`config.mk`:
```
export PLATFORM = sky130hd
export DESIGN_NAME = mem_arbiter
export DESIGN_NICKNAME = d
export VERILOG_FILES = /design/src/rv_isa_pkg.sv /design/src/bus_pkg.sv /design/src/mem_arbiter.sv
export SDC_FILE = /design/constraint.sdc
export NUM_CORES = 1
export LEC_CHECK = 0
export ABC_CLOCK_PERIOD_IN_PS = 1100
export BUFFER_PORTS_ARGS = -buffer_cell sky130_fd_sc_hd__buf_2
export CORE_ASPECT_RATIO = 0.5
export CORE_MARGIN = 10
export CORE_UTILIZATION = 26
export DETAILED_ROUTE_END_ITERATION = 7
export GPL_ROUTABILITY_DRIVEN = 0
export GPL_TIMING_DRIVEN = 0
export HOLD_SLACK_MARGIN = 0.1
export PLACE_DENSITY = 0.85
export SLEW_MARGIN = 20
export SYNTH_ARGS = -nofsm -noshare
export SYNTH_HDL_FRONTEND = slang
export SYNTH_SLANG_ARGS = --single-unit
```
`constraint.sdc`:
```
create_clock -name clk_i -period 1.1 [get_ports clk_i]
set_clock_uncertainty 0.05 [all_clocks]
set_input_delay 0.11 -clock clk_i [delete_from_list [all_inputs] [get_ports clk_i]]
set_output_delay 0.11 -clock clk_i [all_outputs]
set_load 0.01 [all_outputs]
```
`src/rv_isa_pkg.sv`:
```
/*
 * RV32I definitions for the execution slice.
 * Holds opcode constants, field widths, the ALU operation encoding
 * and the decoded-instruction struct that the decoder hands to the
 * execution controller. Import into any module that touches them.
 */

package rv_isa_pkg;

  typedef logic [31:0] word_t;     // Data word and register value
  typedef logic [4:0]  reg_addr_t; // Register index
  typedef logic [6:0]  opcode_t;

  // Recognised major opcodes
  localparam opcode_t OPCODE_OP    = 7'b0110011;
  localparam opcode_t OPCODE_OPIMM = 7'b0010011;
  localparam opcode_t OPCODE_LUI   = 7'b0110111;
  localparam opcode_t OPCODE_LOAD  = 7'b0000011;
  localparam opcode_t OPCODE_STORE = 7'b0100011;

  localparam logic [2:0] FUNCT3_WORD = 3'b010; // LW / SW only

  // Encoded as {instr[30], funct3}
  typedef enum logic [3:0] {
    ALU_ADD  = 4'b0000,
    ALU_SLL  = 4'b0001,
    ALU_SLT  = 4'b0010,
    ALU_SLTU = 4'b0011,
    ALU_XOR  = 4'b0100,
    ALU_SRL  = 4'b0101,
    ALU_OR   = 4'b0110,
    ALU_AND  = 4'b0111,
    ALU_SUB  = 4'b1000,
    ALU_SRA  = 4'b1101
  } alu_op_e;

  typedef enum logic [2:0] {
    CLS_ALU_REG,
    CLS_ALU_IMM,
    CLS_LUI,
    CLS_LOAD,
    CLS_STORE,
    CLS_ILLEGAL
  } instr_class_e;

  typedef struct packed {
    instr_class_e cls;
    alu_op_e      alu_op;
    reg_addr_t    rs1;
    reg_addr_t    rs2;
    reg_addr_t    rd;
    word_t        imm;     // Sign extended
    logic         wb;      // Register write wanted
    logic         use_imm; // Operand B is imm
  } decoded_instr_t;

endpackage

```
`src/bus_pkg.sv`:
```
/*
 * Bus side definitions.
 * APB address map of the core, data RAM size and the request and
 * response structs that pass between the arbiter and its two
 * requesters (host memory window and load-store path).
 */

package bus_pkg;

  import rv_isa_pkg::*;

  typedef logic [11:0] apb_addr_t; // APB byte address

  localparam apb_addr_t ADDR_INSTR    = 12'h000;
  localparam apb_addr_t ADDR_STATUS   = 12'h004;
  localparam apb_addr_t ADDR_REG_BASE = 12'h080; // 32 words
  localparam apb_addr_t ADDR_MEM_BASE = 12'h400;

  localparam int RAM_WORDS = 256;
  localparam int MEM_AW    = $clog2(RAM_WORDS);

  typedef logic [MEM_AW-1:0] mem_addr_t; // Word index

  typedef struct packed {
    logic      req;
    logic      we;
    mem_addr_t addr;
    word_t     wdata;
  } mem_req_t;

  typedef struct packed {
    logic  gnt;   // Same cycle as the RAM access
    word_t rdata; // Valid one cycle after gnt
  } mem_rsp_t;

endpackage

```
`src/mem_arbiter.sv`:
```
/*
 * Fixed-priority arbiter in front of the data RAM.
 * The load-store path always wins over the host window. Grant is
 * given in the cycle the RAM is addressed; read data is returned one
 * cycle later to whichever side held the grant.
 */

`timescale 1ns/1ps

module mem_arbiter import rv_isa_pkg::*, bus_pkg::*; (
  input  logic      clk_i,
  input  logic      rstn_i,
  input  mem_req_t  host_req_i,
  input  mem_req_t  lsu_req_i,
  output mem_rsp_t  host_rsp_o,
  output mem_rsp_t  lsu_rsp_o,
  output logic      ram_we_o,
  output mem_addr_t ram_addr_o,
  output word_t     ram_wdata_o,
  input  word_t     ram_rdata_i
);

  logic gnt_lsu, gnt_host;
  logic last_lsu_q, last_host_q; // Grant owner one cycle back

  assign gnt_lsu  = lsu_req_i.req;
  assign gnt_host = host_req_i.req && !lsu_req_i.req;

  // RAM port mux
  assign ram_we_o    = gnt_lsu ? lsu_req_i.we    : gnt_host && host_req_i.we;
  assign ram_addr_o  = gnt_lsu ? lsu_req_i.addr  : host_req_i.addr;
  assign ram_wdata_o = gnt_lsu ? lsu_req_i.wdata : host_req_i.wdata;

  always_ff @(posedge clk_i) begin
    if (!rstn_i) begin
      last_lsu_q  <= 1'b0;
      last_host_q <= 1'b0;
    end else begin
      last_lsu_q  <= gnt_lsu;
      last_host_q <= gnt_host;
    end
  end

  assign lsu_rsp_o.gnt    = gnt_lsu;
  assign lsu_rsp_o.rdata  = last_lsu_q ? ram_rdata_i : '0;
  assign host_rsp_o.gnt   = gnt_host;
  assign host_rsp_o.rdata = last_host_q ? ram_rdata_i : '0;

  a_one_grant: assert property (@(posedge clk_i) disable iff (!rstn_i)
    !(host_rsp_o.gnt && lsu_rsp_o.gnt));

endmodule

```
# Word level (Yosys, flattened, before mapping)
# Index checks and enable logic that the tools add are counted.
# classes
muxes	5
reduce_logical	3
# op_table
operator	n
$mux 32	3
$mux 8	1
$logic_and 1x1->1	2
$logic_not 1->1	1
$mux 1	1
# totals
register_bits	2
input_bits	118
out_inout_bits	107
elab_cells	10

# Logic depth before layout (Yosys ltp)
# depth
ltp_word	4
ltp_mapped	3
ltp_nobuf	2

# Worst setup path after synthesis
# OpenSTA, ideal clock, no wires.
# synth_path
path_type	reg2out
startpoint	reg last_lsu_q
endpoint	out lsu_rsp_o[10] in the netlist's numbering
t_arrival_ns	0.729
required_time_ns	0.940
setup_slack_ns	0.211
stages_incl_launch_ff	3
n_path_buf	1
cell_sequence	dfxtp_1 -> clkbuf_1 -> and2_1
# synth_rtl
item	line	rtl
start, declared	mem_arbiter.sv:24	logic last_lsu_q, last_host_q;
start signal, assigned	mem_arbiter.sv:39	last_lsu_q <= gnt_lsu;
end, declared	mem_arbiter.sv:16	output mem_rsp_t lsu_rsp_o,

==> metrics <==
most used cell, CP=buf_6; Die W=114 µm; CTS root buf=clkbuf_8; max frequency=0.864 GHz; IO Pins=225; Pwr Density=496 mW/mm²; status=finished with violations; Cell Rows=17; # port buffers=223; Inserted Diodes=0; WL per Instance=17.9 µm; initial antenna violation count=0; GRT overflow=0; number of global-route vias before repair=1943; Die Height=67.1 µm; Final WS setup=-57.0 ps; # clock sinks=2; Post-CTS Setup Bufs=0; CP startpoint=last_lsu_q; Routed Antenna Nets=0; CP max-delay cell=dfxtp_4; Initial Util=26.6%; synthesized cell area=0.00115 mm²; Data arrival, critical path=1000 ps; Syn Area/Cell=9.39 µm²; commonest non-fill, non-tap cell in the layout=buf_2; DR DRC count=0; Final Hold Slack=247 ps; critical setup path kind=reg2out; Post-DP HPWL=6290 µm; clk slew on worst S/H paths=30 ps; Pre-antenna DRT Iters=4; cells along the critical path=buf_6 > and2_4 > buf_6; first-pass GRT wire length=10300 µm; placed instance count=403; WP data required=940 ps; H-Tree Depth=1; CTS tree=built; Worst-Margin Slew=239 ps; largest net degree at the start of global routing=11; Syn Nets=241; top sig layer=met4; Ys Warns=0; maxcap violations=0; CP max stage delay=420 ps; core box area=0.00434 mm²; synth top area cells=mux2_4, and2_1, buf_6, dfxtp_1, clkbuf_1; fin cells=411; largest fanout on the critical path=8; Core Util, Final=64.4%; layout cells sized above 1=89.5%; fin crit period=1160 ps; die area=0.00767 mm²; Worst VDD drop=251 µV; M1 WL=2160 µm; met3 WL post-DR=666 µm; CP Capture Type=output pin; gr usage total=16.4%; worst hold path type=in2reg; DR iter-0 viols=39; failing checks=setup timing; cell taking the most area after synthesis=mux2_4; total chip power=1.38 mW; share of the yosys chip area belonging to registers=3.47%; Gate Count Post-Synth=123; WL final=7360 µm; CTS Buf Count=3; commonest cells after routing, fill and taps aside=buf_2, buf_6, mux2_4; Yosys reg bits=2; area delta synth->final=142%; clk buf depth=2; vias per cell=4.29; Setup WS pre-CTS=-113 ps; Slew Limit Fails=0; synth unique cells=9; Final period util=105%; vias=1765; Lkg Pwr=1.71 nW; startpoint types=flop; Setup Viol. Count Final=60; Worst slew margin=84.0%; hold_sp=lsu_req_i[41]; met2 wire len=4470 µm; Net count, final=474; Hold Violations, Final=0; RSZ-0062 raised after global routing=true; top-area cell type share of the netlist area=49.4%
through the flow:
step | cell area (µm²) | TNS, ps
after global placement | 2340 | -2260
after CTS | 2630 | -2630
final | 2790 | -2100
after detailed placement | 2340 | -2380
after global routing | 2790 | -4570
after floorplan | 1150 | 0
flip-flops by register name (all words and copies together) (netlist names):
signal	cells
last_lsu_q	1
last_host_q	1
area by class of cell:
class                   count  area, µm²
repair buffers            228       1370
multi-input cells         108       1100
well taps                  57       71.3
plain buffers              13        158
flip-flops and latches      2       47.5
clock buffers               3       41.3
fillers                   381       1550
path summary, 6_finish.rpt:
check,to,cells after the start
setup / recovery,lsu_rsp_o[5],3
hold / removal,last_host_q,3
synthesized netlist by cell type:
cell type  count
mux2_2         2
buf_4          2
dfxtp_1        2
clkbuf_1       6
and2_1        66
a22o_1         1
buf_6          5
nor2b_1        1
mux2_4        38
critical path, delay by kind of cell (launching register included):
family                 cells  cell delay, ps
buffers and inverters      2             230
AND/OR/NAND/NOR            1             140
flip-flops                 1             420
routing by layer:
layer	vias to the layer above	GRT usage (%)
li1	864	-
met1	810	14.6
met2	85	34.9
met3	6	6.45
met4	0	2.48
met5	-	0
power by group:
group,leakage [nW],switching [mW],internal [mW],total (mW)
sequential,0.0178,0.0103,0.0745,0.0849
clock,0.0216,0.0491,0.231,0.280
combinational,1.67,0.396,0.624,1.02
repair_timing:
| action | 4_1_cts | 5_1_grt |
|---|---|---|
| gates resized for setup | 53 | 45 |
| hold buffers | 1 | 0 |
| cloned | 4 | 0 |
| endpoints found under the hold margin | 2 | 0 |
| setup endpoints to repair | 60 | 60 |
| pin swaps | 15 | 13 |
kinds of logic (layout without fill, tap and decap cells):
logic type	after synthesis	count (layout)	synth area share (%)
compound gates	1	1	0.759
buf+inv	13	244	8.12
flops	2	2	3.47
mux	40	40	51.4
simple gates	67	67	36.3
Note: power is estimated with default switching activity, not from simulation.
