===== src/rv_isa_pkg.sv =====
/*
 * RV32I definitions for the execution slice.
 * Holds opcode constants, field widths, the ALU operation encoding
 * and the decoded-instruction struct that the decoder hands to the
 * execution controller. Import into any module that touches them.
 */

package rv_isa_pkg;

  typedef logic [31:0] word_t;     // Data word and register value
  typedef logic [4:0]  reg_addr_t; // Register index
  typedef logic [6:0]  opcode_t;

  // Recognised major opcodes
  localparam opcode_t OPCODE_OP    = 7'b0110011;
  localparam opcode_t OPCODE_OPIMM = 7'b0010011;
  localparam opcode_t OPCODE_LUI   = 7'b0110111;
  localparam opcode_t OPCODE_LOAD  = 7'b0000011;
  localparam opcode_t OPCODE_STORE = 7'b0100011;

  localparam logic [2:0] FUNCT3_WORD = 3'b010; // LW / SW only

  // Encoded as {instr[30], funct3}
  typedef enum logic [3:0] {
    ALU_ADD  = 4'b0000,
    ALU_SLL  = 4'b0001,
    ALU_SLT  = 4'b0010,
    ALU_SLTU = 4'b0011,
    ALU_XOR  = 4'b0100,
    ALU_SRL  = 4'b0101,
    ALU_OR   = 4'b0110,
    ALU_AND  = 4'b0111,
    ALU_SUB  = 4'b1000,
    ALU_SRA  = 4'b1101
  } alu_op_e;

  typedef enum logic [2:0] {
    CLS_ALU_REG,
    CLS_ALU_IMM,
    CLS_LUI,
    CLS_LOAD,
    CLS_STORE,
    CLS_ILLEGAL
  } instr_class_e;

  typedef struct packed {
    instr_class_e cls;
    alu_op_e      alu_op;
    reg_addr_t    rs1;
    reg_addr_t    rs2;
    reg_addr_t    rd;
    word_t        imm;     // Sign extended
    logic         wb;      // Register write wanted
    logic         use_imm; // Operand B is imm
  } decoded_instr_t;

endpackage


===== src/reg_file.sv =====
/*
 * Integer register file, 32 x 32 bit.
 * Two operand read ports, a third read port for host readback and
 * one synchronous write port. x0 always reads zero.
 */

`timescale 1ns/1ps

module reg_file import rv_isa_pkg::*; (
  input  logic      clk_i,
  input  logic      rstn_i,
  input  reg_addr_t rs1_i,
  input  reg_addr_t rs2_i,
  input  reg_addr_t rs3_i,
  output word_t     rd1_o,
  output word_t     rd2_o,
  output word_t     rd3_o,
  input  logic      we_i,
  input  reg_addr_t wa_i,
  input  word_t     wd_i
);

  word_t regs [32];

  always_ff @(posedge clk_i) begin
    if (!rstn_i) begin
      for (int i = 0; i < 32; i++) begin
        regs[i] <= '0;
      end
    end else if (we_i && wa_i != '0) begin // x0 writes dropped
      regs[wa_i] <= wd_i;
    end
  end

  assign rd1_o = regs[rs1_i];
  assign rd2_o = regs[rs2_i];
  assign rd3_o = regs[rs3_i]; // Host readback

endmodule


===== config.mk =====
export PLATFORM = sky130hd
export DESIGN_NAME = reg_file
export DESIGN_NICKNAME = d
export VERILOG_FILES = /design/src/rv_isa_pkg.sv /design/src/reg_file.sv
export SDC_FILE = /design/constraint.sdc
export NUM_CORES = 2
export LEC_CHECK = 0
export BUFFER_PORTS_ARGS = -buffer_cell sky130_fd_sc_hd__buf_2
export CORE_UTILIZATION = 37
export DETAILED_ROUTE_END_ITERATION = 16
export PLACE_DENSITY = 0.49
export REMOVE_ABC_BUFFERS = 1
export SLEW_MARGIN = 5
export SYNTH_ARGS = -nofsm -noshare
export SYNTH_HDL_FRONTEND = slang
export SYNTH_SLANG_ARGS = --single-unit
export TNS_END_PERCENT = 30

===== constraint.sdc =====
create_clock -name clk_i -period 6.1 [get_ports clk_i]
set_input_delay 1.22 -clock clk_i [delete_from_list [all_inputs] [get_ports clk_i]]
set_output_delay 1.22 -clock clk_i [all_outputs]
set_load 0.01 [all_outputs]

== After elaboration in Yosys (flattened, before gate mapping) ==
Memories as Yosys holds them, arrays and structs flattened.
Cells that the tools add are included.

* Register bits: 0
* RAM bits: 1024
* Bits of input ports: 55
* Output and inout bits: 96
* Word-level logic and storage cells: 11
* Memories kept: 1

* Muxes and demuxes: 7
* Reduce and logical (&&, ||, !) cells: 3

{| class="wikitable"
|+ Memory list
! memory !! depth !! width !! rd ports !! clocked after Yosys merged registers in !! wr ports !! RTL line !! source
|-
| regs || 32 || 32 || 3 || 0 || 32 || reg_file.sv:23 || <nowiki>word_t regs [32];</nowiki>
|}

{| class="wikitable"
|+ Operators with widths
! operator !! count
|-
| $mux W32 || 1
|-
| $reduce_or A32 Y1 || 1
|-
| $mux W1 || 5
|-
| $mux W5 || 1
|-
| $reduce_bool A5 Y1 || 1
|-
| $logic_and A1 B1 Y1 || 1
|}

== Longest topological paths before layout ==
* Depth after elaboration: 7
* Depth in mapped cells: 8

== Worst setup path before layout ==
No wires, ideal clock.

* Path kind: input port to flip-flop
* Start point: in rstn_i
* End point: mem regs[24][0] (netlist bit) (enable)
* Library setup time: 0.466 ns
* Data arrival time: 4.106 ns
* Data required time: 5.634 ns
* Setup slack: 1.529 ns
* Stages: 4
* Path buffers: 1
* Path through: nand2_1 > or3_4 > buf_6 > o21ai_0

{| class="wikitable"
|+ RTL lines
! element !! RTL line !! source
|-
| start: declaration || reg_file.sv:11 || <nowiki>input logic rstn_i,</nowiki>
|-
| end: declaration || reg_file.sv:23 ||
|}

== Worst setup path in the final report ==
* Start point: in rs1_i[2]
* End point: out rd1_o[20]

* Longest elaborated chain between the ends: 1

{| class="wikitable"
|+ RTL lines
! element !! RTL line !! source
|-
| start: declaration || reg_file.sv:12 || <nowiki>input reg_addr_t rs1_i,</nowiki>
|-
| $mem_v2 Z32 W32 || n/a ||
|-
| end: declaration || reg_file.sv:15 || <nowiki>output word_t rd1_o,</nowiki>
|}

Every way passes these cells.

==> results.toml <==
[yosys]
synth_seq_area_share_pct = 47.7
syn_inst = 5767
yosys.cell_types.count = 32
synth_area_per_cell_sq_um = 11.2
ys_warn_count = 0
synth_area_leaders = "edfxtp_1 (48%), mux2i_1 (24%), and2_1 (9.7%), a22oi_1 (3.4%), a22o_1 (2.6%)"
synth_top_area_cell = "edfxtp_1"
async_flop_share_pct = 0
synth.ff_latch_count = 1024
synth_area_sq_um = 64500
synthFlopType = "edfxtp_1"
synth_top_area_share_pct = 47.7
synth_common_cells = "mux2i_1 (1536), edfxtp_1 (1024), and2_1 (995)"
synth-edff-count = 1024
synth_most_common_cell = "mux2i_1"

[place]
dp_hpwl_microns = 168000
place.gp.congestion = 0.866
post-place-cells = 7900
post_dp_cell_area_sq_um = 68600
port_buffers = 150

[cts]
path_clk_slew_ns = 0.06
htree_levels = 3
cts_buffer_depth = 3
cts_resized = 0
cts_root_buf = "clkbuf_16"
cts.sinks = 1024
tritoncts = "built"
cts_setup_buffers = 0
hold_buffers = 0
numCtsBuffers = 121

[grt]
antenna_found_initial = 24
grt_pass1_vias = 48339
grt_max_degree = 93
grt_use_total_pct = 30.8
grt_first_pass_wirelength_microns = 382000
overflow = 0

[run_status]
status = "complete, no violations"

[power_and_ir_drop]
power.switching_w = 0.00548
power.density_nw_per_um2 = 259
p_int_w = 0.0133
p_clk_share_pct = 39.2
seqPwrFrac_pct = 45.1
pwr-share-comb_pct = 15.7
leakagePower_nw = 28.9
swShare_pct = 29.2
ir_worst_vdd_uv = 234

[drt]
drt-total-wl_microns = 277000
ant_nets = 0
drt_pass1_iterations = 6
drc = 0
via_per_inst = 6.05
routedWlPerCell_microns = 34.1
drt_iter0_drc = 5121
vias = 49201

[critical_path]
crit_slowest_cell = "and2_4"
crit_path_frequent_cell = "buf_2"
cp-end-kind = "primary output"
crit_type = "primary input to primary output"
critPathMaxStageDelay_ns = 0.74
cp_max_fo = 36
path_buf_inv = 3
cp_cell_sequence = "buf_2 > and2_4 > buf_4 > a21oi_1 > a31oi_1 > nand3_1 > buf_2"
start_kind = "primary input"
cp.arrival_ns = 3.68
path_delay_family = "simple AND/OR/NAND/NOR gates"
required_ns = 4.88

[final_layout]
synthToLayoutAreaGrowth_pct = 12.4
regMostFlops = "regs"
fin_nets = 5768
top_regs = "regs (1024)"
final_area_sq_um = 72500
drive_above_1_share_pct = 10.8
largest_reg_flops = 1024
final_util_pct = 42.1
stdcell_count = 8135

[hold_path]
holdPathStages = 2
min_path_type = "primary input to register"
min_from = "wd_i[14]"
worstHoldEndpoint = "regs[24][14]"

[sta]
hold_viol_final = 0
fin_crit_sh_pct = 80.4
maxSlewHeadroom_pct = 5.45
min_period_ns = 4.90
drv_slew = 0
worst_pin_slew_ns = 1.41
setup_viol = 0
fmaxAchievable_ghz = 0.204
finalSetupTns_ns = 0
rsz0062_at_grt = "no"
holdWs_ns = 1.06

[flow_run]
drv.max_cap_violation_count = 0

[floorplanning]
core_area_sq_um = 172000
die-width_microns = 420
die_y_microns = 420
ios = 151
std_cell_rows = 152
start_util_pct = 37.4
die-area_sq_um = 176000
-- worst max path at each step --
| stage | from | endpoint | slack, ns | cells after the start |
|---|---|---|---|---|
| floorplan | rs1_i[2] | rd1_o[0] | -1.29 | 4 |
| global placement | rs2_i[1] | rd2_o[21] | 1.18 | 8 |
| detailed placement | rs1_i[2] | rd1_o[20] | 1.26 | 7 |
| CTS | rs1_i[2] | rd1_o[20] | 1.26 | 7 |
| global route | rs2_i[1] | rd2_o[30] | 1.12 | 8 |
| finish | rs1_i[2] | rd1_o[20] | 1.20 | 7 |
-- logic make-up after synthesis --
family	count (synthesis)	share of synthesized area, %
AND/OR/NAND/NOR	1734	14.9
multiplexers	1536	23.8
flip-flops	1024	47.7
AO/OA/AOI/OAI	895	9.37
buffers and inverters	577	4.22
other	1	0.00581
-- cell usage in the layout, fill, tap and decap left out, types with 122 or more instances in the layout --
master,netlist,routed
buf_4,100,158
buf_2,107,146
clkbuf_16,0,122
nand3_1,289,289
and2_1,995,992
edfxtp_1,1024,1024
mux2i_1,1536,1536
a21oi_1,288,288
a22oi_1,288,288
nand2_1,293,290
a22o_1,192,192
-- layout make-up --
class,instances,area [sq um]
diodes,12,30.0
clock buffers,147,3150
clock inverters,76,732
fillers,16460,99800
inverters,1,3.75
multi-input cells,4197,31800
flip-flops and latches,1024,30700
well taps,2310,2890
repair buffers,368,3180
-- power by group through the flow --
stage / sequential (W) / clock [W] / combinational, W
2_1_floorplan: 0.00852 / 0 / 0.00144
3_3_place_gp: 0.00858 / 0 / 0.00290
3_5_place_dp: 0.00859 / 0 / 0.00291
4_1_cts: 0.00845 / 0.00742 / 0.00291
5_1_grt: 0.00850 / 0.00769 / 0.00307
6_report: 0.00846 / 0.00735 / 0.00295
-- stage by stage --
step	total power (W)	setup slack, ns
2_1_floorplan	0.00996	-1.29
3_3_place_gp	0.0115	1.18
3_5_place_dp	0.0115	1.26
4_1_cts	0.0188	1.26
5_1_grt	0.0193	1.12
6_report	0.0188	1.20
-- metal layers --
layer | share of wire (%) | vias to the layer above | GRT usage [%]
li1 | - | 21311 | -
met1 | 43 | 25081 | 41.1
met2 | 45 | 2242 | 49.0
met4 | 4.6 | 0 | 13.8
met5 | 0 | - | 0
met3 | 7.3 | 567 | 5.13
No activity file was read; power rests on OpenSTA's default activity.
