==> src/rv_isa_pkg.sv <==
/*
 * RV32I definitions for the execution slice.
 * Holds opcode constants, field widths, the ALU operation encoding
 * and the decoded-instruction struct that the decoder hands to the
 * execution controller. Import into any module that touches them.
 */

package rv_isa_pkg;

  typedef logic [31:0] word_t;     // Data word and register value
  typedef logic [4:0]  reg_addr_t; // Register index
  typedef logic [6:0]  opcode_t;

  // Recognised major opcodes
  localparam opcode_t OPCODE_OP    = 7'b0110011;
  localparam opcode_t OPCODE_OPIMM = 7'b0010011;
  localparam opcode_t OPCODE_LUI   = 7'b0110111;
  localparam opcode_t OPCODE_LOAD  = 7'b0000011;
  localparam opcode_t OPCODE_STORE = 7'b0100011;

  localparam logic [2:0] FUNCT3_WORD = 3'b010; // LW / SW only

  // Encoded as {instr[30], funct3}
  typedef enum logic [3:0] {
    ALU_ADD  = 4'b0000,
    ALU_SLL  = 4'b0001,
    ALU_SLT  = 4'b0010,
    ALU_SLTU = 4'b0011,
    ALU_XOR  = 4'b0100,
    ALU_SRL  = 4'b0101,
    ALU_OR   = 4'b0110,
    ALU_AND  = 4'b0111,
    ALU_SUB  = 4'b1000,
    ALU_SRA  = 4'b1101
  } alu_op_e;

  typedef enum logic [2:0] {
    CLS_ALU_REG,
    CLS_ALU_IMM,
    CLS_LUI,
    CLS_LOAD,
    CLS_STORE,
    CLS_ILLEGAL
  } instr_class_e;

  typedef struct packed {
    instr_class_e cls;
    alu_op_e      alu_op;
    reg_addr_t    rs1;
    reg_addr_t    rs2;
    reg_addr_t    rd;
    word_t        imm;     // Sign extended
    logic         wb;      // Register write wanted
    logic         use_imm; // Operand B is imm
  } decoded_instr_t;

endpackage

==> src/instr_decoder.sv <==
/*
 * RV32I instruction decoder.
 * Turns the instruction register into a decoded_instr_t, registered
 * once, so the result is valid one cycle after the word changes.
 * Only OP, OP-IMM, LUI, LW and SW are legal here; anything else
 * comes out as CLS_ILLEGAL with no register write.
 */

`timescale 1ns/1ps

module instr_decoder import rv_isa_pkg::*; (
  input  logic           clk_i,
  input  logic           rstn_i,
  input  word_t          instr_i,
  output decoded_instr_t decoded_o
);

  opcode_t        opcode;
  logic [2:0]     funct3;
  word_t          imm_i_type;
  word_t          imm_s_type;
  word_t          imm_u_type;
  decoded_instr_t dec_d;
  decoded_instr_t dec_q;

  assign opcode = instr_i[6:0];
  assign funct3 = instr_i[14:12];

  // Immediate formats
  assign imm_i_type = {{20{instr_i[31]}}, instr_i[31:20]};
  assign imm_s_type = {{20{instr_i[31]}}, instr_i[31:25], instr_i[11:7]};
  assign imm_u_type = {instr_i[31:12], 12'b0};

  always_comb begin
    dec_d.cls     = CLS_ILLEGAL;
    dec_d.alu_op  = ALU_ADD;
    dec_d.rs1     = instr_i[19:15];
    dec_d.rs2     = instr_i[24:20];
    dec_d.rd      = instr_i[11:7];
    dec_d.imm     = '0;
    dec_d.wb      = 1'b0;
    dec_d.use_imm = 1'b0;

    case (opcode)
      OPCODE_OP: begin
        // Bit 30 is only valid for SUB and SRA
        if (!instr_i[30] || funct3 == 3'b000 || funct3 == 3'b101) begin
          dec_d.cls    = CLS_ALU_REG;
          dec_d.alu_op = alu_op_e'({instr_i[30], funct3});
          dec_d.wb     = 1'b1;
        end
      end
      OPCODE_OPIMM: begin
        dec_d.cls     = CLS_ALU_IMM;
        dec_d.alu_op  = alu_op_e'({funct3 == 3'b101 && instr_i[30], funct3}); // SRAI
        dec_d.imm     = imm_i_type;
        dec_d.use_imm = 1'b1;
        dec_d.wb      = 1'b1;
      end
      OPCODE_LUI: begin
        dec_d.cls = CLS_LUI;
        dec_d.imm = imm_u_type;
        dec_d.wb  = 1'b1;
      end
      OPCODE_LOAD: begin
        if (funct3 == FUNCT3_WORD) begin
          dec_d.cls     = CLS_LOAD;
          dec_d.imm     = imm_i_type; // Address = rs1 + imm
          dec_d.use_imm = 1'b1;
          dec_d.wb      = 1'b1;
        end
      end
      OPCODE_STORE: begin
        if (funct3 == FUNCT3_WORD) begin
          dec_d.cls     = CLS_STORE;
          dec_d.imm     = imm_s_type;
          dec_d.use_imm = 1'b1;
        end
      end
      default: ; // Stays illegal
    endcase
  end

  always_ff @(posedge clk_i) begin
    if (!rstn_i) begin
      dec_q <= '0;
    end else begin
      dec_q <= dec_d;
    end
  end

  assign decoded_o = dec_q;

  // Stores and illegal words must never reach the register file
  a_no_wb_store_illegal: assert property (@(posedge clk_i) disable iff (!rstn_i)
    decoded_o.wb |-> !(decoded_o.cls inside {CLS_STORE, CLS_ILLEGAL}));

endmodule

==> config.mk <==
export PLATFORM = sky130hd
export DESIGN_NAME = instr_decoder
export DESIGN_NICKNAME = d
export VERILOG_FILES = /design/src/rv_isa_pkg.sv /design/src/instr_decoder.sv
export SDC_FILE = /design/constraint.sdc
export NUM_CORES = 1
export LEC_CHECK = 0
export ABC_AREA = 0
export BUFFER_PORTS_ARGS = -buffer_cell sky130_fd_sc_hd__buf_4
export CORE_MARGIN = 2
export CORE_UTILIZATION = 47
export DETAILED_ROUTE_END_ITERATION = 16
export GPL_TIMING_DRIVEN = 1
export HOLD_SLACK_MARGIN = 0.06
export PLACE_DENSITY = 0.9
export SYNTH_ARGS = -nofsm -noshare
export SYNTH_HDL_FRONTEND = slang
export SYNTH_SLANG_ARGS = --single-unit
==> constraint.sdc <==
create_clock -name clk_i -period 4.7 [get_ports clk_i]
set_input_delay 0 -clock clk_i [delete_from_list [all_inputs] [get_ports clk_i]]
set_output_delay 0 -clock clk_i [all_outputs]
set_load 0.005 [all_outputs]
After elaboration in Yosys (flattened, before gate mapping)
Cells that the tools add are included.
{"block": "totals", "ff_bits": 56, "latch_bits": 0, "mem_bits_rw": 0, "mem_bits_ro": 0, "inputBits": 34, "mem_count": 0}
{"block": "classes", "addsub": 0, "multipliers": 0, "div_mod_pow": 0, "magnitude_cmp": 0, "eq_ne": 7, "shifts": 0, "mux": 12, "bitwise_logic": 0, "reduce_logical": 6}
{"op": "one-hot mux 32 bit (4 select lines)", "count": 1}
{"op": "two-way mux 34 bit", "count": 1}
{"op": "two-way mux 32 bit", "count": 1}
{"op": "equality test 7 x 6 -> 1 bit (second input constant)", "count": 3}
{"op": "one-hot mux 3 bit (5 select lines)", "count": 1}
{"op": "one-hot mux 4 bit (2 select lines)", "count": 1}
{"op": "equality test 7 x 2 -> 1 bit (second input constant)", "count": 1}
{"op": "equality test 7 x 5 -> 1 bit (second input constant)", "count": 1}
{"op": "two-way mux 7 bit", "count": 1}
{"op": "one-hot mux 1 bit (3 select lines)", "count": 2}
{"op": "equality test 3 x 2 -> 1 bit (second input constant)", "count": 1}
{"op": "equality test 3 bit (second input constant)", "count": 1}
{"op": "zero test 3 bit", "count": 1}
{"op": "two-way mux 1 bit", "count": 3}
{"op": "two-way mux 3 bit", "count": 1}
{"op": "logical OR 1 bit", "count": 2}
{"op": "OR reduction 2 bit", "count": 1}
{"op": "logical AND 1 bit", "count": 1}
{"op": "zero test 1 bit", "count": 1}

Logic depth before layout (Yosys ltp)
{"block": "logic_depth", "word_depth": 5, "ltp_mapped": 6}

Worst setup path after synthesis
No wires, ideal clock.
{"block": "synth_path", "kind": "input -> register", "startpoint": "input port instr_i[12]", "endpoint": "register dec_q, in the netlist decoded_o[14]", "arrival_time_ns": 1.568, "setup_slack_ns": 3.074, "cell_stages": 6, "path_cell_list": "or4b_4 a21boi_1 or4b_4 inv_2 buf_6 a21o_1"}
{"block": "synth_between", "elab_chain_cells": 3, "word_cells_on_any_way": 4, "classes_between": "eq/ne: 1; mux: 3"}
{"item": "start, declared", "line": "instr_decoder.sv:14", "text": "input word_t instr_i,"}
{"item": "equality test 3 x 2 -> 1 bit", "line": "instr_decoder.sv:66, instr_decoder.sv:74"}
{"item": "two-way mux 32 bit or two-way mux 34 bit (tied branches)", "line": "instr_decoder.sv:74, instr_decoder.sv:66"}
{"item": "one-hot mux 32 bit (4 select lines) (*)", "line": "instr_decoder.sv:44", "text": "case (opcode)"}
{"item": "end signal, assigned", "line": "instr_decoder.sv:86", "text": "dec_q <= '0;"}
{"item": "end signal, assigned", "line": "instr_decoder.sv:88", "text": "dec_q <= dec_d;"}
{"item": "end, declared", "line": "instr_decoder.sv:24", "text": "decoded_instr_t dec_q;"}
Every way passes the cells marked *; elsewhere a longest branch is shown, timed or not.
A chain may end at the register's enable or synchronous reset.

Worst setup path in the final report
{"block": "layout_path", "startpoint": "input port instr_i[12]", "endpoint": "register dec_q, in the netlist decoded_o[27]"}
{"block": "layout_between", "elab_chain_cells": 3, "word_cells_on_any_way": 4, "classes_between": "eq/ne: 1; mux: 3"}
{"item": "equality test 3 x 2 -> 1 bit (*)", "line": "instr_decoder.sv:66, instr_decoder.sv:74"}
{"item": "two-way mux 32 bit or two-way mux 34 bit (tied branches)", "line": "instr_decoder.sv:74, instr_decoder.sv:66"}
{"item": "one-hot mux 32 bit (4 select lines) (*)", "line": "instr_decoder.sv:44"}
Marks and branches as above.

==> impl_metrics.json <==
{
  "run_status": "complete, no violations",
  "die_height_um": 65.3,
  "slew_violations": 0,
  "antenna_cells": 0,
  "met1_usage_pct": 27.6,
  "ys_top_cells_by_area": "dfxtp_1 (64%), and2_1 (6.4%), a21o_1 (6.0%)",
  "gr-usage-met2_pct": 46.4,
  "synth_nets": 194,
  "arrival_ps": 2380,
  "detail-route-antenna-nets": 0,
  "fmax_mhz": 468,
  "finalCriticalPeriod_ps": 2140,
  "p_leak_nw": 1.45,
  "tritoncts.num_buffers": 5,
  "synth_cell_types": 32,
  "die-area_um2": 4260,
  "design.core.area_um2": 3630,
  "grtUsageMet3_pct": 4.28,
  "syn_area_um2": 1770,
  "drt_iter0_drc": 90,
  "port_buffers": 89,
  "seq_area_frac_synth_pct": 63.5,
  "crit_path_end_kind": "flip-flop",
  "place.gp.congestion": 0.834,
  "synth_top_cell_area_share_pct": 63.5,
  "setup-violations-final": 0,
  "start_util_pct": 48.6,
  "post-route-util_pct": 79.5,
  "post_cts_resized": 0,
  "synth_area_per_cell_um2": 11.0,
  "routed_wl_um": 5130,
  "cp.required_ps": 4940,
  "wl_per_cell_um": 15.5,
  "yosys_warnings": 0,
  "async_flop_share_pct": 0,
  "ir_drop_v": 0.000246,
  "cts_buffer_depth": 2,
  "dr.pass1.iters": 4,
  "dp_hpwl_um": 3100,
  "hold_end": "decoded_o[53]",
  "seq_power_share_pct": 57.7,
  "setup_ws_ps": 2560,
  "p_comb_share_pct": 10.8,
  "yosys.cell_count.top_type": "dfxtp_1",
  "io_pins": 90,
  "hold_path_class": "input port to flip-flop",
  "hold_depth": 3,
  "grt.busiest_layer": "met2",
  "period_share_pct": 45.5,
  "antenna_found_initial": 0,
  "grt_max_degree": 20,
  "cts_tree": "built",
  "die_x_um": 65.3,
  "synth_edf_count": 0,
  "final_hold_viol_count": 0,
  "max-cap-violations": 0,
  "power.share.clock_pct": 31.5,
  "rsz0062_at_grt": "no",
  "worstMarginPinSlew_ps": 974,
  "drive_above_1_share_pct": 35.6,
  "intPower_uw": 658,
  "critPathKind": "input port to flip-flop",
  "viasPerCell": 4.98,
  "min_from": "instr_i[3]",
  "htreeDepth": 2,
  "grt_pass1_wl_um": 7800,
  "gr-total-overflow": 0,
  "power.density_nw_per_um2": 291,
  "synth_commonest_cells": "dfxtp_1 (56), and2_1 (18), a21o_1 (14)",
  "synth_flop_cell": "dfxtp_1",
  "synthCells": 160,
  "post_cts_buffers": 0,
  "synth_seq_cells": 56,
  "yosys.area.top_type": "dfxtp_1",
  "cp-start-kind": "input port",
  "crit_fanout": 15,
  "rows": 22,
  "num_vias": 1652,
  "worst_hold_slack_ps": 98.9,
  "numClockSinks": 56,
  "relSlewSlack_pct": 34.5,
  "largest_reg_flops": 56,
  "cts_root_buf": "clkbuf_8",
  "setup_tns_ps": 0,
  "grt_pass1_vias": 1587,
  "place_ws_ps": 2660,
  "layout.nets": 317,
  "area.growth.synth_to_final_pct": 63.6,
  "path_clk_slew_ps": 90,
  "grt_usage_pct": 24.5,
  "switching_share_pct": 21.8,
  "drc_errors": 0,
  "switching_power_uw": 183
}
==> worst max path at each step <==
stage	start	endpoint	slack, ps	cells after the start
final	instr_i[12]	decoded_o[27]	2560	7
after global routing	instr_i[12]	decoded_o[27]	2510	7
after CTS	instr_i[12]	decoded_o[25]	2590	7
after detailed placement	instr_i[3]	decoded_o[27]	2660	5
after global placement	instr_i[3]	decoded_o[22]	2830	5
after floorplan	instr_i[12]	decoded_o[14]	3070	6
==> critical path: stages <==
cell	delay, ps
dlygate4sd3_1	540
buf_4	160
or4b_4	580
a21boi_1	170
or4b_4	570
inv_2	230
a21o_1	130
==> final cells by class <==
type	instances	area, µm²
clock inverters	1	7.51
multi-input cells	88	577
clock buffers	7	86.3
well taps	48	60.1
flip-flops and latches	56	1120
inverters	10	37.5
fillers	240	746
repair buffers	122	998
==> power groups by stage <==
stage / registers, mW / clock network, mW / logic [mW]
after detailed placement: 0.496 / 0 / 0.0662
after floorplan: 0.498 / 0 / 0.0206
after CTS: 0.485 / 0.267 / 0.0883
after global routing: 0.486 / 0.290 / 0.0972
after global placement: 0.496 / 0 / 0.0647
final: 0.486 / 0.265 / 0.0912
==> stage by stage <==
step,area (µm²),std cells,power [mW]
floorplan,1770,160,0.518
global placement,2460,291,0.561
detailed placement,2460,291,0.563
CTS,2890,332,0.841
global route,2890,332,0.873
finish,2890,332,0.842
==> metal layers <==
layer	wire length (µm)	vias up
li1	-	792
met5	0	-
met3	269	8
met2	2770	78
met4	80	0
met1	2010	774
==> placed cells by master (no fill, tap or decap), types with 3 or more instances in the layout <==
cell type and count:
buf_4 89, dfxtp_1 56, dlygate4sd3_1 33, and2_1 18, a21o_1 14, nand2_1 9
inv_1 9, nor2_1 6, o21ai_0 6, clkbuf_8 6, a22oi_1 5, a21oi_1 3
==> logic make-up after synthesis <==
group | synth area share (%)
AOI/OAI and AO/OA | 15.9
xor gates and xnor gates | 0.992
buffers and inverters | 3.83
DFF | 63.5
and+or+nand+nor | 15.7
==> what timing repair did <==
item,in CTS,in global routing
endpoints found under the hold margin,53,0
hold buffers,33,0
setup endpoints to repair,0,0
No activity file was read; power rests on OpenSTA's default activity.
