**src/rv_isa_pkg.sv**
```systemverilog
/*
 * RV32I definitions for the execution slice.
 * Holds opcode constants, field widths, the ALU operation encoding
 * and the decoded-instruction struct that the decoder hands to the
 * execution controller. Import into any module that touches them.
 */

package rv_isa_pkg;

  typedef logic [31:0] word_t;     // Data word and register value
  typedef logic [4:0]  reg_addr_t; // Register index
  typedef logic [6:0]  opcode_t;

  // Recognised major opcodes
  localparam opcode_t OPCODE_OP    = 7'b0110011;
  localparam opcode_t OPCODE_OPIMM = 7'b0010011;
  localparam opcode_t OPCODE_LUI   = 7'b0110111;
  localparam opcode_t OPCODE_LOAD  = 7'b0000011;
  localparam opcode_t OPCODE_STORE = 7'b0100011;

  localparam logic [2:0] FUNCT3_WORD = 3'b010; // LW / SW only

  // Encoded as {instr[30], funct3}
  typedef enum logic [3:0] {
    ALU_ADD  = 4'b0000,
    ALU_SLL  = 4'b0001,
    ALU_SLT  = 4'b0010,
    ALU_SLTU = 4'b0011,
    ALU_XOR  = 4'b0100,
    ALU_SRL  = 4'b0101,
    ALU_OR   = 4'b0110,
    ALU_AND  = 4'b0111,
    ALU_SUB  = 4'b1000,
    ALU_SRA  = 4'b1101
  } alu_op_e;

  typedef enum logic [2:0] {
    CLS_ALU_REG,
    CLS_ALU_IMM,
    CLS_LUI,
    CLS_LOAD,
    CLS_STORE,
    CLS_ILLEGAL
  } instr_class_e;

  typedef struct packed {
    instr_class_e cls;
    alu_op_e      alu_op;
    reg_addr_t    rs1;
    reg_addr_t    rs2;
    reg_addr_t    rd;
    word_t        imm;     // Sign extended
    logic         wb;      // Register write wanted
    logic         use_imm; // Operand B is imm
  } decoded_instr_t;

endpackage

```
**src/bus_pkg.sv**
```systemverilog
/*
 * Bus side definitions.
 * APB address map of the core, data RAM size and the request and
 * response structs that pass between the arbiter and its two
 * requesters (host memory window and load-store path).
 */

package bus_pkg;

  import rv_isa_pkg::*;

  typedef logic [11:0] apb_addr_t; // APB byte address

  localparam apb_addr_t ADDR_INSTR    = 12'h000;
  localparam apb_addr_t ADDR_STATUS   = 12'h004;
  localparam apb_addr_t ADDR_REG_BASE = 12'h080; // 32 words
  localparam apb_addr_t ADDR_MEM_BASE = 12'h400;

  localparam int RAM_WORDS = 256;
  localparam int MEM_AW    = $clog2(RAM_WORDS);

  typedef logic [MEM_AW-1:0] mem_addr_t; // Word index

  typedef struct packed {
    logic      req;
    logic      we;
    mem_addr_t addr;
    word_t     wdata;
  } mem_req_t;

  typedef struct packed {
    logic  gnt;   // Same cycle as the RAM access
    word_t rdata; // Valid one cycle after gnt
  } mem_rsp_t;

endpackage

```
**src/exec_ctrl.sv**
```systemverilog
/*
 * Execution controller with the APB slave port.
 * A write to the INSTR address loads the instruction register and
 * starts the FSM: decode, execute, then an optional word load or store
 * through the arbiter. The same port reads status, registers and the
 * RAM window. pready_o, pslverr_o and prdata_o are registered.
 */

`timescale 1ns/1ps

module exec_ctrl import rv_isa_pkg::*, bus_pkg::*; (
  input  logic           clk_i,
  input  logic           rstn_i,
  input  logic           psel_i,
  input  logic           penable_i,
  input  logic           pwrite_i,
  input  apb_addr_t      paddr_i,
  input  word_t          pwdata_i,
  output word_t          prdata_o,
  output logic           pready_o,
  output logic           pslverr_o,
  input  decoded_instr_t decoded_i,
  output word_t          instr_o,
  output reg_addr_t      rf_ra1_o,
  output reg_addr_t      rf_ra2_o,
  output reg_addr_t      rf_ra3_o,
  input  word_t          rf_rd1_i,
  input  word_t          rf_rd2_i,
  input  word_t          rf_rd3_i,
  output logic           rf_we_o,
  output reg_addr_t      rf_wa_o,
  output word_t          rf_wd_o,
  output alu_op_e        alu_op_o,
  output word_t          alu_a_o,
  output word_t          alu_b_o,
  input  word_t          alu_y_i,
  output mem_req_t       host_req_o,
  input  mem_rsp_t       host_rsp_i,
  output mem_req_t       lsu_req_o,
  input  mem_rsp_t       lsu_rsp_i
);

  typedef enum logic [2:0] {IDLE, DECODE, EXECUTE, MEM_REQ, MEM_WAIT} state_e;

  state_e   state_q;
  word_t    ir_q;
  logic     illegal_q;
  mem_req_t lsu_req_q;
  logic     pready_q, pslverr_q, host_rd_pend_q;
  word_t    prdata_q;
  logic     acc_new, done;
  logic     hit_instr, hit_status, hit_reg, hit_mem, unmapped;
  logic     instr_wr, status_wr;
  word_t    rdata_mux;

  //////////////////////////////
  // APB address decode
  //////////////////////////////
  assign acc_new    = psel_i && penable_i && !pready_q; // Access phase not yet answered
  assign hit_instr  = paddr_i == ADDR_INSTR;
  assign hit_status = paddr_i == ADDR_STATUS;
  assign hit_reg    = paddr_i[11:7] == ADDR_REG_BASE[11:7];
  assign hit_mem    = paddr_i[11:10] == ADDR_MEM_BASE[11:10];
  assign unmapped   = !(hit_instr || hit_status || hit_reg || hit_mem);
  assign instr_wr   = acc_new && pwrite_i && hit_instr && state_q == IDLE;
  assign status_wr  = acc_new && pwrite_i && hit_status;

  // Host window request, held by APB until granted
  assign host_req_o.req   = acc_new && hit_mem && !host_rd_pend_q;
  assign host_req_o.we    = pwrite_i;
  assign host_req_o.addr  = paddr_i[MEM_AW+1:2];
  assign host_req_o.wdata = pwdata_i;

  always_comb begin
    done = 1'b1;
    if (hit_mem) begin
      done = pwrite_i ? host_rsp_i.gnt : host_rd_pend_q;
    end else if (hit_instr && pwrite_i) begin
      done = state_q == IDLE; // Stall while busy
    end
  end

  always_comb begin
    if (hit_mem)         rdata_mux = host_rsp_i.rdata;
    else if (hit_status) rdata_mux = {30'b0, illegal_q, state_q != IDLE};
    else if (hit_reg)    rdata_mux = rf_rd3_i;
    else if (hit_instr)  rdata_mux = ir_q;
    else                 rdata_mux = '0;
  end

  always_ff @(posedge clk_i) begin
    if (!rstn_i) begin
      pready_q       <= 1'b0;
      pslverr_q      <= 1'b0;
      host_rd_pend_q <= 1'b0;
    end else begin
      pready_q       <= acc_new && done;
      pslverr_q      <= acc_new && done && unmapped;
      host_rd_pend_q <= host_req_o.req && !pwrite_i && host_rsp_i.gnt;
    end
    if (acc_new && done && !pwrite_i) prdata_q <= rdata_mux;
  end

  assign pready_o  = pready_q;
  assign pslverr_o = pslverr_q;
  assign prdata_o  = prdata_q;

  //////////////////////////////
  // Execution FSM
  //////////////////////////////
  always_ff @(posedge clk_i) begin
    if (!rstn_i) begin
      state_q   <= IDLE;
      ir_q      <= '0;
      illegal_q <= 1'b0;
      lsu_req_q <= '0;
    end else begin
      if (instr_wr) ir_q <= pwdata_i;
      if (status_wr) illegal_q <= 1'b0; // A new illegal below still wins
      case (state_q)
        IDLE:    if (instr_wr) state_q <= DECODE;
        DECODE:  state_q <= EXECUTE; // Decoder output settles here
        EXECUTE: begin
          state_q <= IDLE;
          if (decoded_i.cls == CLS_LOAD || decoded_i.cls == CLS_STORE) begin
            lsu_req_q.req   <= 1'b1;
            lsu_req_q.we    <= decoded_i.cls == CLS_STORE;
            lsu_req_q.addr  <= alu_y_i[MEM_AW+1:2];
            lsu_req_q.wdata <= rf_rd2_i;
            state_q         <= MEM_REQ;
          end else if (decoded_i.cls == CLS_ILLEGAL) begin
            illegal_q <= 1'b1;
          end
        end
        MEM_REQ: begin
          if (lsu_rsp_i.gnt) begin
            lsu_req_q.req <= 1'b0;
            state_q       <= lsu_req_q.we ? IDLE : MEM_WAIT;
          end
        end
        MEM_WAIT: state_q <= IDLE; // Load data on the bus now
        default:  state_q <= IDLE;
      endcase
    end
  end

  assign instr_o   = ir_q;
  assign lsu_req_o = lsu_req_q;

  // Operands and write-back
  assign rf_ra1_o = decoded_i.rs1;
  assign rf_ra2_o = decoded_i.rs2;
  assign rf_ra3_o = paddr_i[6:2];
  assign alu_op_o = decoded_i.alu_op;
  assign alu_a_o  = rf_rd1_i;
  assign alu_b_o  = decoded_i.use_imm ? decoded_i.imm : rf_rd2_i;

  assign rf_we_o = (state_q == EXECUTE && decoded_i.wb && decoded_i.cls != CLS_LOAD)
                || state_q == MEM_WAIT;
  assign rf_wa_o = decoded_i.rd;
  assign rf_wd_o = state_q == MEM_WAIT     ? lsu_rsp_i.rdata :
                   decoded_i.cls == CLS_LUI ? decoded_i.imm  : alu_y_i;

  a_lsu_req_stable: assert property (@(posedge clk_i) disable iff (!rstn_i)
    lsu_req_o.req && !lsu_rsp_i.gnt |=> $stable(lsu_req_o));

endmodule

```
**config.mk**
```make
export PLATFORM = sky130hd
export DESIGN_NAME = exec_ctrl
export DESIGN_NICKNAME = d
export VERILOG_FILES = /design/src/rv_isa_pkg.sv /design/src/bus_pkg.sv /design/src/exec_ctrl.sv
export SDC_FILE = /design/constraint.sdc
export NUM_CORES = 1
export LEC_CHECK = 0
export ABC_AREA = 1
export BUFFER_PORTS_ARGS = -buffer_cell sky130_fd_sc_hd__buf_2
export CAP_MARGIN = 10
export CORE_AREA = 4 4 218 220
export CTS_BUF_LIST = sky130_fd_sc_hd__clkbuf_8
export CTS_CLUSTER_DIAMETER = 50
export CTS_CLUSTER_SIZE = 30
export DETAILED_ROUTE_END_ITERATION = 12
export DIE_AREA = 0 0 222 224
export SLEW_MARGIN = 5
export SYNTH_ARGS = -nofsm -noshare
export SYNTH_HDL_FRONTEND = slang
export SYNTH_SLANG_ARGS = --single-unit
export TNS_END_PERCENT = 5
```
**constraint.sdc**
```tcl
create_clock -name clk_i -period 3.96 [get_ports clk_i]
set_input_delay 0.792 -clock clk_i [delete_from_list [all_inputs] [get_ports clk_i]]
set_output_delay 0.792 -clock clk_i [all_outputs]
set_load 0.05 [all_outputs]
```
; ---- Word level (Yosys, flattened, before mapping)
; Cells that the tools add are included.
[word_totals]
reg_bits = 113
latch_bits = 0
mem_bits_rw = 0
romBits = 0
in_bits = 299
elab_cells = 80
memories = 0
[classes]
addsub = 0
multipliers = 0
div_mod_pow = 0
magnitude_cmp = 0
n_eq_ne = 15
n_shift = 0
mux = 22
bitwise_logic = 0
reduce_logical = 32
[op_table]
columns = operator, count
row1 = 32-bit 2-to-1 mux, 7
row2 = 42-bit 2-to-1 mux, 1
row3 = 1-bit logical AND, 16
row4 = "12-bit by 3-bit equality test with 1-bit output, second input constant", 1
row5 = "3-bit by 2-bit equality test with 1-bit output, second input constant", 4
row6 = 12-bit logical NOT, 1
row7 = 3-bit case mux with 4 select lines, 1
row8 = "3-bit equality test, second input constant", 3
row9 = 3-bit 2-to-1 mux, 3
row10 = 1-bit 2-to-1 mux, 8
row11 = "2-bit inequality test, second input constant", 3
row12 = "5-bit by 1-bit equality test with 1-bit output, second input constant", 1
row13 = 1-bit logical OR, 5
row14 = 1-bit logical NOT, 4
row15 = 2-bit AND reduction, 2
row16 = "3-bit by 1-bit equality test with 1-bit output, second input constant", 1
row17 = 3-bit logical NOT, 1
row18 = "3-bit by 2-bit inequality test with 1-bit output, second input constant", 1
row19 = 3-bit AND reduction, 1
row20 = 3-bit nonzero test, 1
row21 = "2-bit by 1-bit equality test with 1-bit output, second input constant", 1
row22 = 2-bit 2-to-1 mux, 1
row23 = 1-bit case mux with 2 select lines, 1
row24 = 2-bit nonzero test, 1

; ---- Depth between registers and ports, before layout
; Gate-level depths: netlist (run 1).
[depth]
ltp_word = 8
ltp_mapped = 10

; ---- Least setup slack after synthesis (run 1)
; OpenSTA, ideal clock, no wires.
[synth_timing]
path_type = input-to-output
start = input decoded_i[54] in the netlist's numbering
end = output rf_wd_o[10]
arrival_ns = 2.306
required_ns = 3.168
setup_slack_ns = 0.862
stages = 5
path_cell_list = inv_1 > nor2_2 > clkbuf_1 > nand3_1 > a31oi_1
[synth_between]
elab_chain_cells = 3
[synth_rtl]
columns = element, line_no
row1 = "start, declared", exec_ctrl.sv:22  ; input decoded_instr_t decoded_i,
row2 = 3-bit by 2-bit equality test with 1-bit output, exec_ctrl.sv:162  ; decoded_i.cls == CLS_LUI ? decoded_i.imm : alu_y_i;
row3 = 32-bit 2-to-1 mux, exec_ctrl.sv:162
row4 = 32-bit 2-to-1 mux, exec_ctrl.sv:161  ; assign rf_wd_o = state_q == MEM_WAIT ? lsu_rsp_i.rdata :
row5 = "end, declared", exec_ctrl.sv:32  ; output word_t rf_wd_o,
; Every way passes these cells.

; ---- Worst setup path in the final report (run 1)
[layout_timing]
start = register state_q[0]
end = output rf_wd_o[22]
[layout_between]
elab_chain_cells = 2
[layout_rtl]
columns = element, line_no
row1 = "start, declared", exec_ctrl.sv:45  ; state_e state_q;
row2 = "start signal, assigned", exec_ctrl.sv:138  ; state_q <= lsu_req_q.we ? IDLE : MEM_WAIT;
row3 = 3-bit equality test, exec_ctrl.sv:161
row4 = 32-bit 2-to-1 mux, exec_ctrl.sv:161
; Every way passes these cells.

==> flow_summary.toml, run 1 <==
[pwr]
p_comb_frac = 0.240
power.internal_uw = 2116
p_clk_frac = 0.384
leakagePower_uw = 0.004878
swShare = 0.3342
vdd_drop_max_mv = 0.2072
power_frac_seq = 0.376
p_switching_uw = 1062
powerDensity_nw_per_um2 = 335.4

[sta]
slew_violations = 0
slew_headroom = 0.3888
finalSetupViolCount = 0
hold_slack_ns = 0.4641
worst_slew_pin_slew_ns = 0.9168
finalSetupTns_ns = 0
skew_ns = 0.01100
post-route-period-util = 0.7794
period_needed_ns = 3.087
setup_ws_ns = 0.8735
timing.fmax_mhz = 324.0
finalHoldViolCount = 0
grt_setup_unrepaired = "no"

[yosys]
avgSynthCellArea_um2 = 7.070
ys_seq_area_frac = 0.3988
synth_edf_count = 32
synthFlopType = "dfxtp_1"
synthTopCellsByCount = "215 x nand2_1, 124 x nor2_1, 100 x buf_4"
synth.most_common_cell = "nand2_1"
yosys_warnings = 0
synth_area_um2 = 6476
yosysUniqueCellTypes = 31
synth_fp_nets = 1215
synth_top_area_frac = 0.2504
ys_ff_latch = 113
synthesis.instances = 916
ys_top_cells_by_area = "dfxtp_1 25%, edfxtp_1 15%, nand2_1 12%"
synth_top_area_cell = "dfxtp_1"
async_flop_share = 0

[setup_path]
worstSetupEndpointType = "primary output"
critPathMaxFanout = 15
r2r_setup_slack_ns = 1.85
path_class = "register to primary output"
critPathRequiredTime_ns = 3.17
reg2reg_from = "state_q[1]"
r2r_end = "lsu_req_o[36]"
reg2reg_depth = 7
worstSetupStartpointType = "register"
cp.arrival_ns = 2.29

[detailed_routing]
routedWlPerCell_um = 19.59
ant_nets = 0
via_per_inst = 3.980
dr_total_vias = 7514
drc = 0
drt_wl_total_mm = 36.99
first_pass_iters = 5
drt_iter0_drc = 412

[finish]
n_fill_cell = 5174
drive_gt1_frac = 0.4100
fin_nets = 1569
finish.utilization = 0.2092
syn_to_final_growth_pct = 46.31

[placement]
port_buffers = 467
place_congestion = 0.8827
dpl_worst_slack_ns = 0.9682
dp_hpwl_mm = 31.29

[cts]
clk_pin_slew_ns = 0.08
post-cts-setup-buffers = 0
numCtsBuffers = 17
root_buffer = "clkbuf_8"
cts_sinks = 113
postCtsResizedCells = 0
hold_buffers = 0
clock_latency_ns = 0.48
cts_tree = "yes"
cts.path.max_buffers = 2
cts_max_level = 4

[die]
die-area_um2 = 49730
start_util = 0.1430
ioPinCount = 570
rows = 78
core_area_um2 = 45280
die_y_um = 224
die_x_um = 222

[global_routing]
grt.total_usage = 0.1423
grt-ovfl-total = 0
antenna_found_initial = 20
grt_pass1_wl_mm = 51.49
grt_max_degree = 62
grt_pass1_vias = 7394

[run]
maxCapViolations = 0

[min_path]
hold_path_class = "register to register"
worstHoldStart = "lsu_req_o[40]"
hold_end = "state_q[2]"
hold_depth = 1

[outcome]
status = "finished clean"
-- worst max-delay path by stage --
stage,start,end,slack [ns],cells past startpoint
2_1_floorplan,decoded_i[54],rf_wd_o[10],0.86,5
3_3_place_gp,decoded_i[54],rf_wd_o[11],0.99,7
3_5_place_dp,decoded_i[54],rf_wd_o[22],0.97,7
4_1_cts,state_q[0],rf_wd_o[22],0.79,5
5_1_grt,state_q[0],rf_wd_o[22],0.69,5
6_report,state_q[0],rf_wd_o[22],0.87,5
-- critical path, stage by stage (launching register included) --
cell and delay [ns]:
dfxtp_1 0.36, nor2_1 0.24, nand2_2 0.30, buf_4 0.29
a31oi_1 0.42, buf_12 0.20
-- per-layer routing --
| metal | vias to the layer above | part of all wire | GRT usage |
|---|---|---|---|
| met3 | 88 | 0.083 | 0.05373 |
| li1 | 3587 | - | - |
| met5 | - | 0.0033 | 0 |
| met2 | 423 | 0.50 | 0.2549 |
| met4 | 16 | 0.031 | 0.05002 |
| met1 | 3400 | 0.38 | 0.1546 |
-- stage by stage --
stage / instance area [um^2] / total power (uW) / cells
floorplan: 6476 / 1803 / 916
global placement: 9041 / 1987 / 1851
detailed placement: 9041 / 1990 / 1851
CTS: 9463 / 3249 / 1883
global route: 9468 / 3341 / 1885
finish: 9475 / 3178 / 1888
-- cells by family (layout without fill, tap and decap cells) --
| kind of cell | Yosys count | after routing | share of synthesized area |
|---|---|---|---|
| other | 0 | 5 | 0 |
| and+or+nand+nor | 397 | 397 | 0.2483 |
| buffers and inverters | 231 | 598 | 0.1974 |
| muxes | 1 | 1 | 0.001739 |
| DFF | 113 | 113 | 0.3988 |
| AOI/OAI and AO/OA | 174 | 174 | 0.1538 |
-- cell usage in the layout (no fill, tap or decap), drive strengths merged, types with 2 or more instances in the layout --
master	n
a21oi	35
a31oi	32
buf	486
bufinv	4
clkbuf	18
clkinv	6
clkinvlp	2
dfxtp	81
diode	5
edfxtp	32
inv	82
nand2	217
nand3	41
nand4	4
nor2	128
nor3	2
o2111ai	2
o211ai	31
o21ai	74
or2	2
-- power groups by stage --
stage | Combinational, uW | Clock (uW) | Sequential, uW
6_report | 763 | 1220 | 1190
2_1_floorplan | 564 | 0 | 1240
4_1_cts | 770 | 1280 | 1190
3_3_place_gp | 766 | 0 | 1220
3_5_place_dp | 769 | 0 | 1220
5_1_grt | 802 | 1340 | 1190
-- cell type report --
class                   instances  area, um^2  area share
flip-flops and latches        113        2582      0.2725
well taps                     600       750.7     0.07923
repair buffers                486        2778      0.2931
clock buffers                  18       247.7     0.02615
multi-input cells             572        2630      0.2776
clock inverters                14       173.9     0.01835
inverters                      80       300.3     0.03169
diodes                          5       12.51    0.001320
-- sequential cells by signal, indices dropped and copies added (netlist names) --
register / cells
prdata_o: 32
pslverr_o: 1
host_rd_pend_q: 1
illegal_q: 1
pready_o: 1
lsu_req_o: 42
state_q: 3
instr_o: 32
(Power assumes the default switching activity.)
==> run 2: changes to the inputs <==
==> constraint.sdc (replaced) <==
create_clock -name clk_i -period 3 [get_ports clk_i]
set_input_delay 0.6 -clock clk_i [delete_from_list [all_inputs] [get_ports clk_i]]
set_output_delay 0.6 -clock clk_i [all_outputs]
set_load 0.05 [all_outputs]
==> run 2 against run 1 <==
Compared with the run above:
- largest cell class unchanged
- highest routed layer unchanged
- first-iteration DRC count rose by 4.1%
- global-route usage barely moved
- sequential power rose by 33%
- final cell count fell by 0.26%
- largest power group unchanged
- wire length fell by 1.2%
- via count rose by 0.43%
==> flow_summary.toml, run 2 (synthesized netlist as in run 1, its figures left out) <==
[die]
rows = 78
die_y_um = 224
start_util = 0.1430
ioPinCount = 570
core_area_um2 = 45280
die_x_um = 222
die-area_um2 = 49730

[detailed_routing]
dr_total_vias = 7546
ant_nets = 0
first_pass_iters = 5
drt_wl_total_mm = 36.53
drt_iter0_drc = 429
via_per_inst = 4.007
routedWlPerCell_um = 19.40
drc = 0

[placement]
port_buffers = 467
dpl_worst_slack_ns = 0.4778
dp_hpwl_mm = 30.29
place_congestion = 0.9014

[sta]
worst_slew_pin_slew_ns = 0.5160
finalSetupViolCount = 0
skew_ns = 0.01938
timing.fmax_mhz = 371.5
hold_slack_ns = 0.3045
post-route-period-util = 0.8973
slew_headroom = 0.6560
finalSetupTns_ns = 0
setup_ws_ns = 0.3081
slew_violations = 0
finalHoldViolCount = 0
period_needed_ns = 2.692
grt_setup_unrepaired = "no"

[pwr]
vdd_drop_max_mv = 0.2506
powerDensity_nw_per_um2 = 446.9
totalPowerFinal_uw = 4251
swShare = 0.3452
p_comb_frac = 0.238
p_clk_frac = 0.391
power.internal_uw = 2784
p_switching_uw = 1467
leakagePower_uw = 0.004867
power_frac_seq = 0.371

[run]
maxCapViolations = 0

[cts]
clock_latency_ns = 0.54
root_buffer = "clkbuf_8"
cts.path.max_buffers = 2
cts_max_level = 4
numCtsBuffers = 17
hold_buffers = 0
clk_pin_slew_ns = 0.08
postCtsResizedCells = 0
cts_sinks = 113
post-cts-setup-buffers = 0
cts_tree = "yes"

[setup_path]
cp.arrival_ns = 2.09
worstSetupStartpointType = "register"
critPathMaxFanout = 65
path_class = "register to primary output"
critPathRequiredTime_ns = 2.40
worstSetupEndpointType = "primary output"
reg2reg_depth = 8

[finish]
fin_nets = 1566
drive_gt1_frac = 0.4094
largest_reg_flops = 42
final_common_cell = "buf_2"
syn_to_final_growth_pct = 46.89
layout_common_cells = "448 x buf_2, 214 x nand2_1, 123 x nor2_1"

[min_path]
hold_depth = 3
hold_path_class = "input pin to register"

[global_routing]
grt_max_degree = 72
grt-ovfl-total = 0
grt_pass1_wl_mm = 51.07
grt.total_usage = 0.1418
antenna_found_initial = 13
grt_pass1_vias = 7487

[outcome]
status = "finished clean"
## run 2: final timing paths
check | from | end | slack (ns)
max | state_q[0] | rf_wd_o[2] | 0.31
min | host_rsp_i[32] | host_rd_pend_q | 0.30
max reg2reg | state_q[0] | prdata_o[19] | 1.13
min reg2reg | lsu_req_o[40] | state_q[2] | 0.48
## run 2: layout make-up
class / count / area (um^2)
Clock buffer: 17 / 234.0
Inverter: 80 / 300.3
Antenna cell: 3 / 7.507
Timing Repair Buffer: 483 / 2818
Sequential cell: 113 / 2582
Multi-Input combinational cell: 572 / 2630
Clock inverter: 15 / 190.2
Tap cell: 600 / 750.7
Fill cell: 5132 / 35770
## run 2: power groups by stage
| stage | sequential, uW | combinational, uW | clock (uW) |
|---|---|---|---|
| after floorplan | 1630 | 745 | 0 |
| after global placement | 1610 | 1020 | 0 |
| after detailed placement | 1610 | 1020 | 0 |
| after CTS | 1580 | 1020 | 1750 |
| after global routing | 1580 | 1060 | 1810 |
| final | 1580 | 1010 | 1660 |
## run 2: critical path, stage by stage (launching register included)
cell     delay, ns
dfxtp_1       0.41
nor2_1        0.11
nand2_2       0.08
buf_12        0.28
nor2_1        0.15
a31oi_1       0.30
buf_12        0.19
## run 2: per-layer routing
metal | share of wire | global-route usage | routed length, um
met1 | 0.38 | 0.1556 | 13950
met2 | 0.50 | 0.2500 | 18250
met3 | 0.085 | 0.04809 | 3119
met4 | 0.033 | 0.06242 | 1195
met5 | 0.00036 | 0 | 13
## run 2: per-stage QoR
step,utilization,cell area (um^2),cells
6_report,0.2101,9513,1883
5_1_grt,0.2100,9510,1882
4_1_cts,0.2099,9505,1880
3_5_place_dp,0.2005,9081,1848
3_3_place_gp,0.2005,9081,1848
2_1_floorplan,-,6476,916
